--- config.mk ---
export PLATFORM = sky130hd
export DESIGN_NAME = tiny_core
export DESIGN_NICKNAME = d
export VERILOG_FILES = /design/src/tiny_pkg.sv /design/src/tiny_core.sv /design/src/tiny_exec.sv /design/src/tiny_fetch.sv /design/src/tiny_lsu.sv
export SDC_FILE = /design/constraint.sdc
export NUM_CORES = 2
export LEC_CHECK = 0
export ABC_AREA = 1
export BUFFER_PORTS_ARGS = -buffer_cell sky130_fd_sc_hd__buf_2
export CORE_AREA = 3 3 385 425
export CTS_BUF_LIST = sky130_fd_sc_hd__clkbuf_8
export CTS_CLUSTER_SIZE = 30
export DETAILED_ROUTE_END_ITERATION = 8
export DIE_AREA = 0 0 388 428
export GPL_TIMING_DRIVEN = 0
export SLEW_MARGIN = 20
export SYNTH_ARGS = -nofsm -noshare
export SYNTH_HDL_FRONTEND = slang
export SYNTH_SLANG_ARGS = --single-unit
--- constraint.sdc ---
create_clock -name clk_i -period 9.1 [get_ports clk_i]
set_clock_uncertainty 0.2 [all_clocks]
set_input_delay 1.82 -clock clk_i [delete_from_list [all_inputs] [get_ports clk_i]]
set_output_delay 1.82 -clock clk_i [all_outputs]
set_load 0.05 [all_outputs]
--- src/tiny_pkg.sv ---
/* Shared types and sizing constants for the tiny_core design.
   Imported by every block of the core and by its testbench. */
package tiny_pkg;

  localparam int XLEN = 32;
  localparam int IQ_DEPTH = 4;
  localparam logic [XLEN-1:0] BOOT_ADDR = 32'h0000_0080;

  // Credit counter and queue fill level hold 0..IQ_DEPTH
  localparam int CREDIT_W = $clog2(IQ_DEPTH + 1);
  localparam int IQ_PTR_W = $clog2(IQ_DEPTH);

  // Values 8 to 15 are illegal
  typedef enum logic [3:0] {
    OP_ADD   = 4'd0,
    OP_SUB   = 4'd1,
    OP_AND   = 4'd2,
    OP_XOR   = 4'd3,
    OP_ADDI  = 4'd4,
    OP_LOAD  = 4'd5,
    OP_STORE = 4'd6,
    OP_HALT  = 4'd7
  } opcode_e;

  typedef logic [2:0] reg_addr_t;

  typedef struct packed {
    opcode_e     opcode;
    reg_addr_t   rd;
    reg_addr_t   rs1;
    reg_addr_t   rs2;
    logic [2:0]  unused;
    logic [15:0] imm;
  } insn_t;

  typedef struct packed {
    logic [XLEN-1:0] insn;
    logic [XLEN-1:0] pc;
  } fetch_t;

  typedef struct packed {
    logic [XLEN-1:0] addr;
    logic            we;
    logic [XLEN-1:0] wdata;
  } lsu_req_t;

  // Shared by the instruction and data memory ports
  typedef struct packed {
    logic [XLEN-1:0] addr;
    logic            we;
    logic [XLEN-1:0] wdata;
  } mem_req_t;

  typedef struct packed {
    logic [31:0]     order;
    logic [XLEN-1:0] pc;
    logic [XLEN-1:0] insn;
    logic            trap;
    reg_addr_t       rd_addr;
    logic [XLEN-1:0] rd_wdata;
    logic            mem_valid;
    logic            mem_we;
    logic [XLEN-1:0] mem_addr;
    logic [XLEN-1:0] mem_wdata;
    logic [XLEN-1:0] mem_rdata;
  } retire_t;

endpackage
--- src/tiny_core.sv ---
/* Top level of the tiny_core processor.
   Connects fetch, execute and load/store units to the memory and trace ports. */
`timescale 1ns/1ps

module tiny_core (
  input  logic                      clk_i,
  input  logic                      reset_i,
  input  logic                      fetch_enable_i,
  output logic                      instr_req_o,
  output tiny_pkg::mem_req_t        instr_o,
  input  logic                      instr_gnt_i,
  input  logic                      instr_rvalid_i,
  input  logic [tiny_pkg::XLEN-1:0] instr_rdata_i,
  output logic                      data_req_o,
  output tiny_pkg::mem_req_t        data_o,
  input  logic                      data_gnt_i,
  input  logic                      data_rvalid_i,
  input  logic [tiny_pkg::XLEN-1:0] data_rdata_i,
  output logic                      rvfi_valid_o,
  output tiny_pkg::retire_t         rvfi_o,
  output logic                      core_sleep_o
);
  import tiny_pkg::*;

  logic [XLEN-1:0] instr_addr;
  logic            fetch_valid;
  fetch_t          fetch;
  logic            fetch_credit;
  logic            lsu_valid;
  lsu_req_t        lsu_req;
  logic            lsu_done;
  logic [XLEN-1:0] lsu_rdata;
  logic            halt;

  // Instruction port never writes
  assign instr_o.addr  = instr_addr;
  assign instr_o.we    = 1'b0;
  assign instr_o.wdata = '0;

  assign core_sleep_o = halt;

  tiny_fetch u_fetch (
    .clk_i          (clk_i),
    .reset_i        (reset_i),
    .fetch_enable_i (fetch_enable_i),
    .instr_req_o    (instr_req_o),
    .instr_addr_o   (instr_addr),
    .instr_gnt_i    (instr_gnt_i),
    .instr_rvalid_i (instr_rvalid_i),
    .instr_rdata_i  (instr_rdata_i),
    .fetch_credit_i (fetch_credit),
    .fetch_valid_o  (fetch_valid),
    .fetch_o        (fetch),
    .halt_i         (halt)
  );

  tiny_lsu u_lsu (
    .clk_i         (clk_i),
    .reset_i       (reset_i),
    .lsu_valid_i   (lsu_valid),
    .lsu_req_i     (lsu_req),
    .data_req_o    (data_req_o),
    .data_o        (data_o),
    .data_gnt_i    (data_gnt_i),
    .data_rvalid_i (data_rvalid_i),
    .data_rdata_i  (data_rdata_i),
    .lsu_done_o    (lsu_done),
    .lsu_rdata_o   (lsu_rdata)
  );

  tiny_exec u_exec (
    .clk_i          (clk_i),
    .reset_i        (reset_i),
    .fetch_valid_i  (fetch_valid),
    .fetch_i        (fetch),
    .fetch_credit_o (fetch_credit),
    .lsu_valid_o    (lsu_valid),
    .lsu_req_o      (lsu_req),
    .lsu_done_i     (lsu_done),
    .lsu_rdata_i    (lsu_rdata),
    .rvfi_valid_o   (rvfi_valid_o),
    .rvfi_o         (rvfi_o),
    .halt_o         (halt)
  );

endmodule

--- src/tiny_exec.sv ---
/* Execute unit of tiny_core.
   Queues fetched words, decodes the head, runs the ALU or hands memory
   ops to the load/store unit, updates the registers and emits the trace. */
`timescale 1ns/1ps

module tiny_exec (
  input  logic                      clk_i,
  input  logic                      reset_i,
  input  logic                      fetch_valid_i,
  input  tiny_pkg::fetch_t          fetch_i,
  output logic                      fetch_credit_o,
  output logic                      lsu_valid_o,
  output tiny_pkg::lsu_req_t        lsu_req_o,
  input  logic                      lsu_done_i,
  input  logic [tiny_pkg::XLEN-1:0] lsu_rdata_i,
  output logic                      rvfi_valid_o,
  output tiny_pkg::retire_t         rvfi_o,
  output logic                      halt_o
);
  import tiny_pkg::*;

  fetch_t              iq_q [IQ_DEPTH];
  logic [IQ_PTR_W-1:0] wr_ptr_q;
  logic [IQ_PTR_W-1:0] rd_ptr_q;
  logic [CREDIT_W-1:0] iq_cnt_q;
  logic [XLEN-1:0]     regs_q [8];
  logic                lsu_credit_q;
  logic                halt_q;
  logic [31:0]         order_q;
  logic                rvfi_valid_q;
  retire_t             rvfi_q;

  fetch_t          head;
  insn_t           head_insn;
  logic            head_valid;
  logic [XLEN-1:0] rs1_val;
  logic [XLEN-1:0] rs2_val;
  logic [XLEN-1:0] imm_ext;
  logic [XLEN-1:0] mem_addr;
  logic [XLEN-1:0] result;
  logic            is_mem;
  logic            is_store;
  logic            writes_rd;
  logic            trap;
  logic            pop;
  retire_t         rvfi_d;

  assign head       = iq_q[rd_ptr_q];
  assign head_insn  = insn_t'(head.insn);
  // Nothing leaves the queue once HALT has retired
  assign head_valid = (iq_cnt_q != '0) && !halt_q;

  // Register 0 is hardwired to zero
  assign rs1_val  = (head_insn.rs1 == '0) ? '0 : regs_q[head_insn.rs1];
  assign rs2_val  = (head_insn.rs2 == '0) ? '0 : regs_q[head_insn.rs2];
  assign imm_ext  = {{(XLEN-16){head_insn.imm[15]}}, head_insn.imm};
  assign mem_addr = rs1_val + imm_ext;

  always_comb begin
    result    = '0;
    is_mem    = 1'b0;
    is_store  = 1'b0;
    writes_rd = 1'b1;
    trap      = 1'b0;
    case (head_insn.opcode)
      OP_ADD:  result = rs1_val + rs2_val;
      OP_SUB:  result = rs1_val - rs2_val;
      OP_AND:  result = rs1_val & rs2_val;
      OP_XOR:  result = rs1_val ^ rs2_val;
      OP_ADDI: result = rs1_val + imm_ext;
      OP_LOAD: begin
        is_mem = 1'b1;
        result = lsu_rdata_i;
      end
      OP_STORE: begin
        is_mem    = 1'b1;
        is_store  = 1'b1;
        writes_rd = 1'b0;
      end
      OP_HALT: writes_rd = 1'b0;
      default: begin
        trap      = 1'b1;
        writes_rd = 1'b0;
      end
    endcase
  end

  // Memory ops pop on lsu_done, everything else pops at once
  assign pop            = head_valid && (!is_mem || lsu_done_i);
  assign fetch_credit_o = pop;

  // Single credit toward the load/store unit
  assign lsu_valid_o     = head_valid && is_mem && lsu_credit_q;
  assign lsu_req_o.addr  = mem_addr;
  assign lsu_req_o.we    = is_store;
  assign lsu_req_o.wdata = is_store ? rs2_val : '0;

  always_comb begin
    rvfi_d       = '0;
    rvfi_d.order = order_q;
    rvfi_d.pc    = head.pc;
    rvfi_d.insn  = head.insn;
    rvfi_d.trap  = trap;
    if (writes_rd) begin
      rvfi_d.rd_addr  = head_insn.rd;
      rvfi_d.rd_wdata = result;
    end
    rvfi_d.mem_valid = is_mem;
    rvfi_d.mem_we    = is_store;
    if (is_mem) begin
      rvfi_d.mem_addr = mem_addr;
    end
    if (is_store) begin
      rvfi_d.mem_wdata = rs2_val;
    end else if (is_mem) begin
      rvfi_d.mem_rdata = lsu_rdata_i;
    end
  end

  always_ff @(posedge clk_i) begin
    if (reset_i) begin
      wr_ptr_q     <= '0;
      rd_ptr_q     <= '0;
      iq_cnt_q     <= '0;
      lsu_credit_q <= 1'b1;
      halt_q       <= 1'b0;
      order_q      <= '0;
      rvfi_valid_q <= 1'b0;
      rvfi_q       <= '0;
      for (int i = 0; i < 8; i++) begin
        regs_q[i] <= '0;
      end
    end else begin
      if (fetch_valid_i) begin
        wr_ptr_q <= wr_ptr_q + 1'b1;
      end
      if (pop) begin
        rd_ptr_q <= rd_ptr_q + 1'b1;
      end
      iq_cnt_q <= iq_cnt_q + CREDIT_W'(fetch_valid_i) - CREDIT_W'(pop);
      if (lsu_valid_o) begin
        lsu_credit_q <= 1'b0;
      end else if (lsu_done_i) begin
        lsu_credit_q <= 1'b1;
      end
      rvfi_valid_q <= pop;
      if (pop) begin
        rvfi_q  <= rvfi_d;
        order_q <= order_q + 1'b1;
        // Write to r0 is dropped, trace still carries the value
        if (writes_rd && (head_insn.rd != '0)) begin
          regs_q[head_insn.rd] <= result;
        end
        if (head_insn.opcode == OP_HALT) begin
          halt_q <= 1'b1;
        end
      end
    end
  end

  // Queue storage, credits guarantee a free slot on every push
  always_ff @(posedge clk_i) begin
    if (fetch_valid_i) begin
      iq_q[wr_ptr_q] <= fetch_i;
    end
  end

  assign rvfi_valid_o = rvfi_valid_q;
  assign rvfi_o       = rvfi_q;
  assign halt_o       = halt_q;

endmodule

--- src/tiny_fetch.sv ---
/* Sequential instruction fetch for tiny_core.
   Requests words while it holds credits and passes each returned word,
   tagged with its pc, to the execute unit one cycle after rvalid. */
`timescale 1ns/1ps

module tiny_fetch (
  input  logic                      clk_i,
  input  logic                      reset_i,
  input  logic                      fetch_enable_i,
  output logic                      instr_req_o,
  output logic [tiny_pkg::XLEN-1:0] instr_addr_o,
  input  logic                      instr_gnt_i,
  input  logic                      instr_rvalid_i,
  input  logic [tiny_pkg::XLEN-1:0] instr_rdata_i,
  input  logic                      fetch_credit_i,
  output logic                      fetch_valid_o,
  output tiny_pkg::fetch_t          fetch_o,
  input  logic                      halt_i
);
  import tiny_pkg::*;

  logic                fetch_en_q;
  logic                req_hold_q;
  logic [CREDIT_W-1:0] credit_cnt_q;
  logic [XLEN-1:0]     req_addr_q;
  logic [XLEN-1:0]     ret_pc_q;
  logic                fetch_valid_q;
  fetch_t              fetch_q;
  logic                req_issue;
  logic                req_accept;

  // Fresh request needs enable, a free queue slot and no halt
  assign req_issue = fetch_en_q && !halt_i && (credit_cnt_q != '0);

  // A request that saw no grant stays up whatever happens to enable or halt
  assign instr_req_o  = req_hold_q || req_issue;
  assign instr_addr_o = req_addr_q;
  assign req_accept   = instr_req_o && instr_gnt_i;

  always_ff @(posedge clk_i) begin
    if (reset_i) begin
      fetch_en_q   <= 1'b0;
      req_hold_q   <= 1'b0;
      credit_cnt_q <= CREDIT_W'(IQ_DEPTH);
      req_addr_q   <= BOOT_ADDR;
    end else begin
      fetch_en_q <= fetch_enable_i;
      req_hold_q <= instr_req_o && !instr_gnt_i;
      if (req_accept) begin
        req_addr_q <= req_addr_q + XLEN'(4);
      end
      // One credit spent per grant, one returned per queue pop
      case ({req_accept, fetch_credit_i})
        2'b10:   credit_cnt_q <= credit_cnt_q - 1'b1;
        2'b01:   credit_cnt_q <= credit_cnt_q + 1'b1;
        default: credit_cnt_q <= credit_cnt_q;
      endcase
    end
  end

  // Return side, responses arrive in request order
  always_ff @(posedge clk_i) begin
    if (reset_i) begin
      fetch_valid_q <= 1'b0;
      ret_pc_q      <= BOOT_ADDR;
    end else begin
      fetch_valid_q <= instr_rvalid_i;
      if (instr_rvalid_i) begin
        ret_pc_q <= ret_pc_q + XLEN'(4);
      end
    end
  end

  always_ff @(posedge clk_i) begin
    if (instr_rvalid_i) begin
      fetch_q.insn <= instr_rdata_i;
      fetch_q.pc   <= ret_pc_q;
    end
  end

  assign fetch_valid_o = fetch_valid_q;
  assign fetch_o       = fetch_q;

endmodule

--- src/tiny_lsu.sv ---
/* Load/store unit of tiny_core.
   Runs a single access on the data memory port and reports completion
   with the load data through lsu_done_o. */
`timescale 1ns/1ps

module tiny_lsu (
  input  logic                      clk_i,
  input  logic                      reset_i,
  input  logic                      lsu_valid_i,
  input  tiny_pkg::lsu_req_t        lsu_req_i,
  output logic                      data_req_o,
  output tiny_pkg::mem_req_t        data_o,
  input  logic                      data_gnt_i,
  input  logic                      data_rvalid_i,
  input  logic [tiny_pkg::XLEN-1:0] data_rdata_i,
  output logic                      lsu_done_o,
  output logic [tiny_pkg::XLEN-1:0] lsu_rdata_o
);
  import tiny_pkg::*;

  typedef enum logic [1:0] {
    IDLE,
    REQ,
    WAIT
  } lsu_state_e;

  lsu_state_e      state_q;
  lsu_state_e      state_d;
  mem_req_t        req_q;
  logic            done_q;
  logic [XLEN-1:0] rdata_q;

  always_comb begin
    state_d = state_q;
    case (state_q)
      IDLE:    if (lsu_valid_i) state_d = REQ;
      REQ:     if (data_gnt_i) state_d = WAIT;
      WAIT:    if (data_rvalid_i) state_d = IDLE;
      default: state_d = IDLE;
    endcase
  end

  always_ff @(posedge clk_i) begin
    if (reset_i) begin
      state_q <= IDLE;
      done_q  <= 1'b0;
    end else begin
      state_q <= state_d;
      done_q  <= (state_q == WAIT) && data_rvalid_i;
    end
  end

  // Request held stable from capture until grant
  always_ff @(posedge clk_i) begin
    if ((state_q == IDLE) && lsu_valid_i) begin
      req_q.addr  <= lsu_req_i.addr;
      req_q.we    <= lsu_req_i.we;
      req_q.wdata <= lsu_req_i.wdata;
    end
    if ((state_q == WAIT) && data_rvalid_i) begin
      rdata_q <= data_rdata_i;
    end
  end

  assign data_req_o  = (state_q == REQ);
  assign data_o      = req_q;
  assign lsu_done_o  = done_q;
  assign lsu_rdata_o = rdata_q;

endmodule

==> impl_metrics.tcl <==
set metrics [dict create \
    vias 42950 \
    fp.dieH_um 428 \
    viasPerCell 5.199 \
    cts_setup_buffers 0 \
    synth_area_leaders "edfxtp_1, dfxtp_1, nand2_1, nor2_1, o21ai_0" \
    syn-cell-area_mm2 0.04780 \
    root_buffer "clkbuf_8" \
    rr_endpoint "u_exec.regs_q[7][14]" \
    area_growth_pct 19.19 \
    hold_path_class "reg2reg" \
    place_hpwl_mm 156.5 \
    grt_max_degree 46 \
    yosysUniqueCellTypes 63 \
    max_slew_margin_pct 11.88 \
    wire_per_inst_um 25.23 \
    ys_ff_latch 1004 \
    fin_hold_ws_ns 0.2376 \
    gr-usage-met2_pct 38.46 \
    portBuffers 396 \
    synth_top_area_cell "edfxtp_1" \
    fin_area_mm2 0.05697 \
    critPathKind "reg2reg" \
    worst-r2r-setup-slack_ns 1.35 \
    maxSlewViolCount 0 \
    synth.avg_cell_area_um2 8.978 \
    worst_skew_pair.late_latency_ns 0.96 \
    top_level_ports 435 \
    final_core_util_pct 35.67 \
    postSynthCellCount 5324 \
    cts-buffers-inserted 171 \
    grt_pass1_wl_mm 289.1 \
    critPathRequiredTime_ns 9.68 \
    grt-busiest-layer "met2" \
    ant_nets 0 \
    fp-row-count 154 \
    rsz0062_at_grt "false" \
    route.detailed.drc 0 \
    synth_most_common_cell "nand2_1" \
    hold_violations 0 \
    worst_pin_slew_ns 1.322 \
    ys_dominant_reg_cell "edfxtp_1" \
    global_route.usage.met1_pct 28.92 \
    synth-edff-count 663 \
    status "finished clean" \
    worstSetupEndpointType "register" \
    die_w_um 388 \
    critPathTopFamily "buffers and inverters" \
    antenna_found_initial 23 \
    drive_above_1_share_pct 15.13 \
    cp_common_cell "nand2_1" \
    fmaxAchievable_mhz 129.1 \
    drt-total-wl_mm 208.4 \
    synth.cells.most_frequent "nand2_1, nor2_1, edfxtp_1" \
    coreArea_mm2 0.1597 \
    arrival_ns 8.33 \
    first_pass_iters 6 \
    whs_endpoint "u_fetch.fetch_o[31]" \
    reg2reg_depth 25 \
    grt_pass1_vias 40510 \
    grt_overflow_total 0 \
    hp-start "u_fetch.ret_pc_q[31]" \
    cts_resized 0 \
    start_kind "register" \
    die_area_mm2 0.1661 \
    hold_buffers 0 \
    crit_path_max_incr_delay_ns 0.89 \
    yosys_warnings 0 \
    period_share_pct 85.15 \
    synthArstFlopShare_pct 0 \
    htreeDepth 4 \
    cts_tree "yes" \
    slowest_stage "clkbuf_1" \
    drtIter0Drc 5133 \
    cap_violations 0 \
    setup_viol 0 \
    use_met3_pct 8.135 \
    cp_num_buf_inv 8 \
    clkTransAtPathRegs_ns 0.07 \
    period_needed_ns 7.748 \
    layout.nets 6177 \
    clock_sinks 1004 \
    grtUsageTotal_pct 24.11 \
    initial_core_util_pct 29.92 \
    clockBufferDepth 3 \
    synth-seq-area-share_pct 55.93 \
    place_area_mm2 0.05331 \
    synth_top_area_share_pct 41.65 \
    worstPathMaxFanout 10 \
    min_path_cells 0 \
    place.gp.congestion 1.027 \
]
[worst register-to-register path: cells and delay by family, from the launching register on]
family / cells / cell delay, ns
buf+inv: 8 / 2.72
fa+ha+maj: 1 / 0.25
simple gates: 11 / 1.72
flops: 1 / 0.32
compound gates: 4 / 1.58
xor+xnor: 1 / 0.78
[layer usage]
metal	wire (um)	part of all wire [%]
met4	11730	5.6
met3	23680	11
met5	150	0.072
met1	78620	38
met2	94210	45
[worst max-delay path by stage]
stage          startpoint                    to  slack [ns]  cells past startpoint
2_1_floorplan    register       u_lsu.data_o[0]        2.52                     12
3_3_place_gp     register       u_lsu.data_o[9]       -3.72                      9
3_5_place_dp     register    u_exec.rvfi_o[129]        1.67                     25
4_1_cts          register    u_exec.rvfi_o[129]        1.63                     25
5_1_grt          register  u_exec.regs_q[4][20]        1.17                     23
6_report         register  u_exec.regs_q[7][14]        1.35                     25
[state kept, by name, summed over array words and instances, names as in the netlist, named ones only]
name                   flops
u_exec.halt_o              1
u_fetch.fetch_en_q         1
u_fetch.instr_addr_o      30
u_exec.wr_ptr_q            2
u_exec.iq_q              248
u_exec.iq_cnt_q            3
u_exec.regs_q            256
u_fetch.req_hold_q         1
u_exec.order_q            32
u_lsu.data_o              65
u_fetch.credit_cnt_q       3
u_lsu.lsu_rdata_o         32
u_exec.rvfi_o            228
u_fetch.ret_pc_q          30
u_exec.lsu_credit_q        1
u_lsu.state_q              2
u_fetch.fetch_valid_o      1
u_fetch.fetch_o           62
u_lsu.lsu_done_o           1
u_exec.rd_ptr_q            2
u_exec.rvfi_valid_o        1
[layout by cell type (no fill, tap or decap), types with 8 or more instances in the layout]
cell type,synthesis,final
nand2_1,916,909
nor2_1,724,724
edfxtp_1,663,663
inv_1,522,571
buf_2,86,481
o21ai_0,464,464
dfxtp_1,341,341
nand3_1,326,326
a21oi_1,325,325
clkbuf_8,0,198
clkbuf_1,150,138
ha_1,107,107
nand3b_1,82,82
buf_4,55,71
o22ai_1,70,69
xor2_1,69,69
conb_1,1,69
nor3_1,69,67
a31oi_1,55,52
nand4_1,29,29
a22o_1,25,25
clkinv_1,1,25
clkinv_2,0,24
buf_1,23,22
nor4_1,21,21
a221oi_1,19,18
nand3_2,16,16
nand2_2,6,13
or2_2,13,13
clkbuf_2,0,12
inv_2,11,11
o21a_1,11,11
diode_2,0,10
xnor2_1,12,10
buf_6,5,9
a21o_1,9,9
o211ai_1,8,8
a211oi_1,12,8
[final cells by class]
| type | instances | area (um^2) |
|---|---|---|
| repair buffers | 430 | 2490 |
| flip-flops and latches | 1004 | 26740 |
| inverters | 535 | 2021 |
| well taps | 2106 | 2635 |
| clock inverters | 125 | 887.1 |
| fillers | 16350 | 102800 |
| multi-input cells | 3532 | 17860 |
| clock buffers | 198 | 2725 |
| diodes | 10 | 25.02 |
| plain buffers | 321 | 1590 |
[stage by stage]
stage	std cells	worst slack (ns)	TNS, ns
2_1_floorplan	5392	2.525	0
3_3_place_gp	7894	-3.723	-243.09
3_5_place_dp	7928	1.669	0
4_1_cts	8251	1.632	0
5_1_grt	8254	1.174	0
6_report	8261	1.352	0
[cell families (layout without fill, tap and decap cells)]
kind of cell | Yosys count | after routing | share of synthesized area (%)
buf+inv | 856 | 1609 | 7.494
simple gates | 2231 | 2231 | 20.02
fa+ha+maj | 111 | 111 | 2.968
compound gates | 1040 | 1040 | 12.09
other cells | 1 | 79 | 0.007845
xor+xnor | 81 | 81 | 1.484
flops | 1004 | 1004 | 55.93
Power is left out: the tool's default activity adds up to more than one toggle a clock period on the data nets, which glitch-free logic cannot reach.
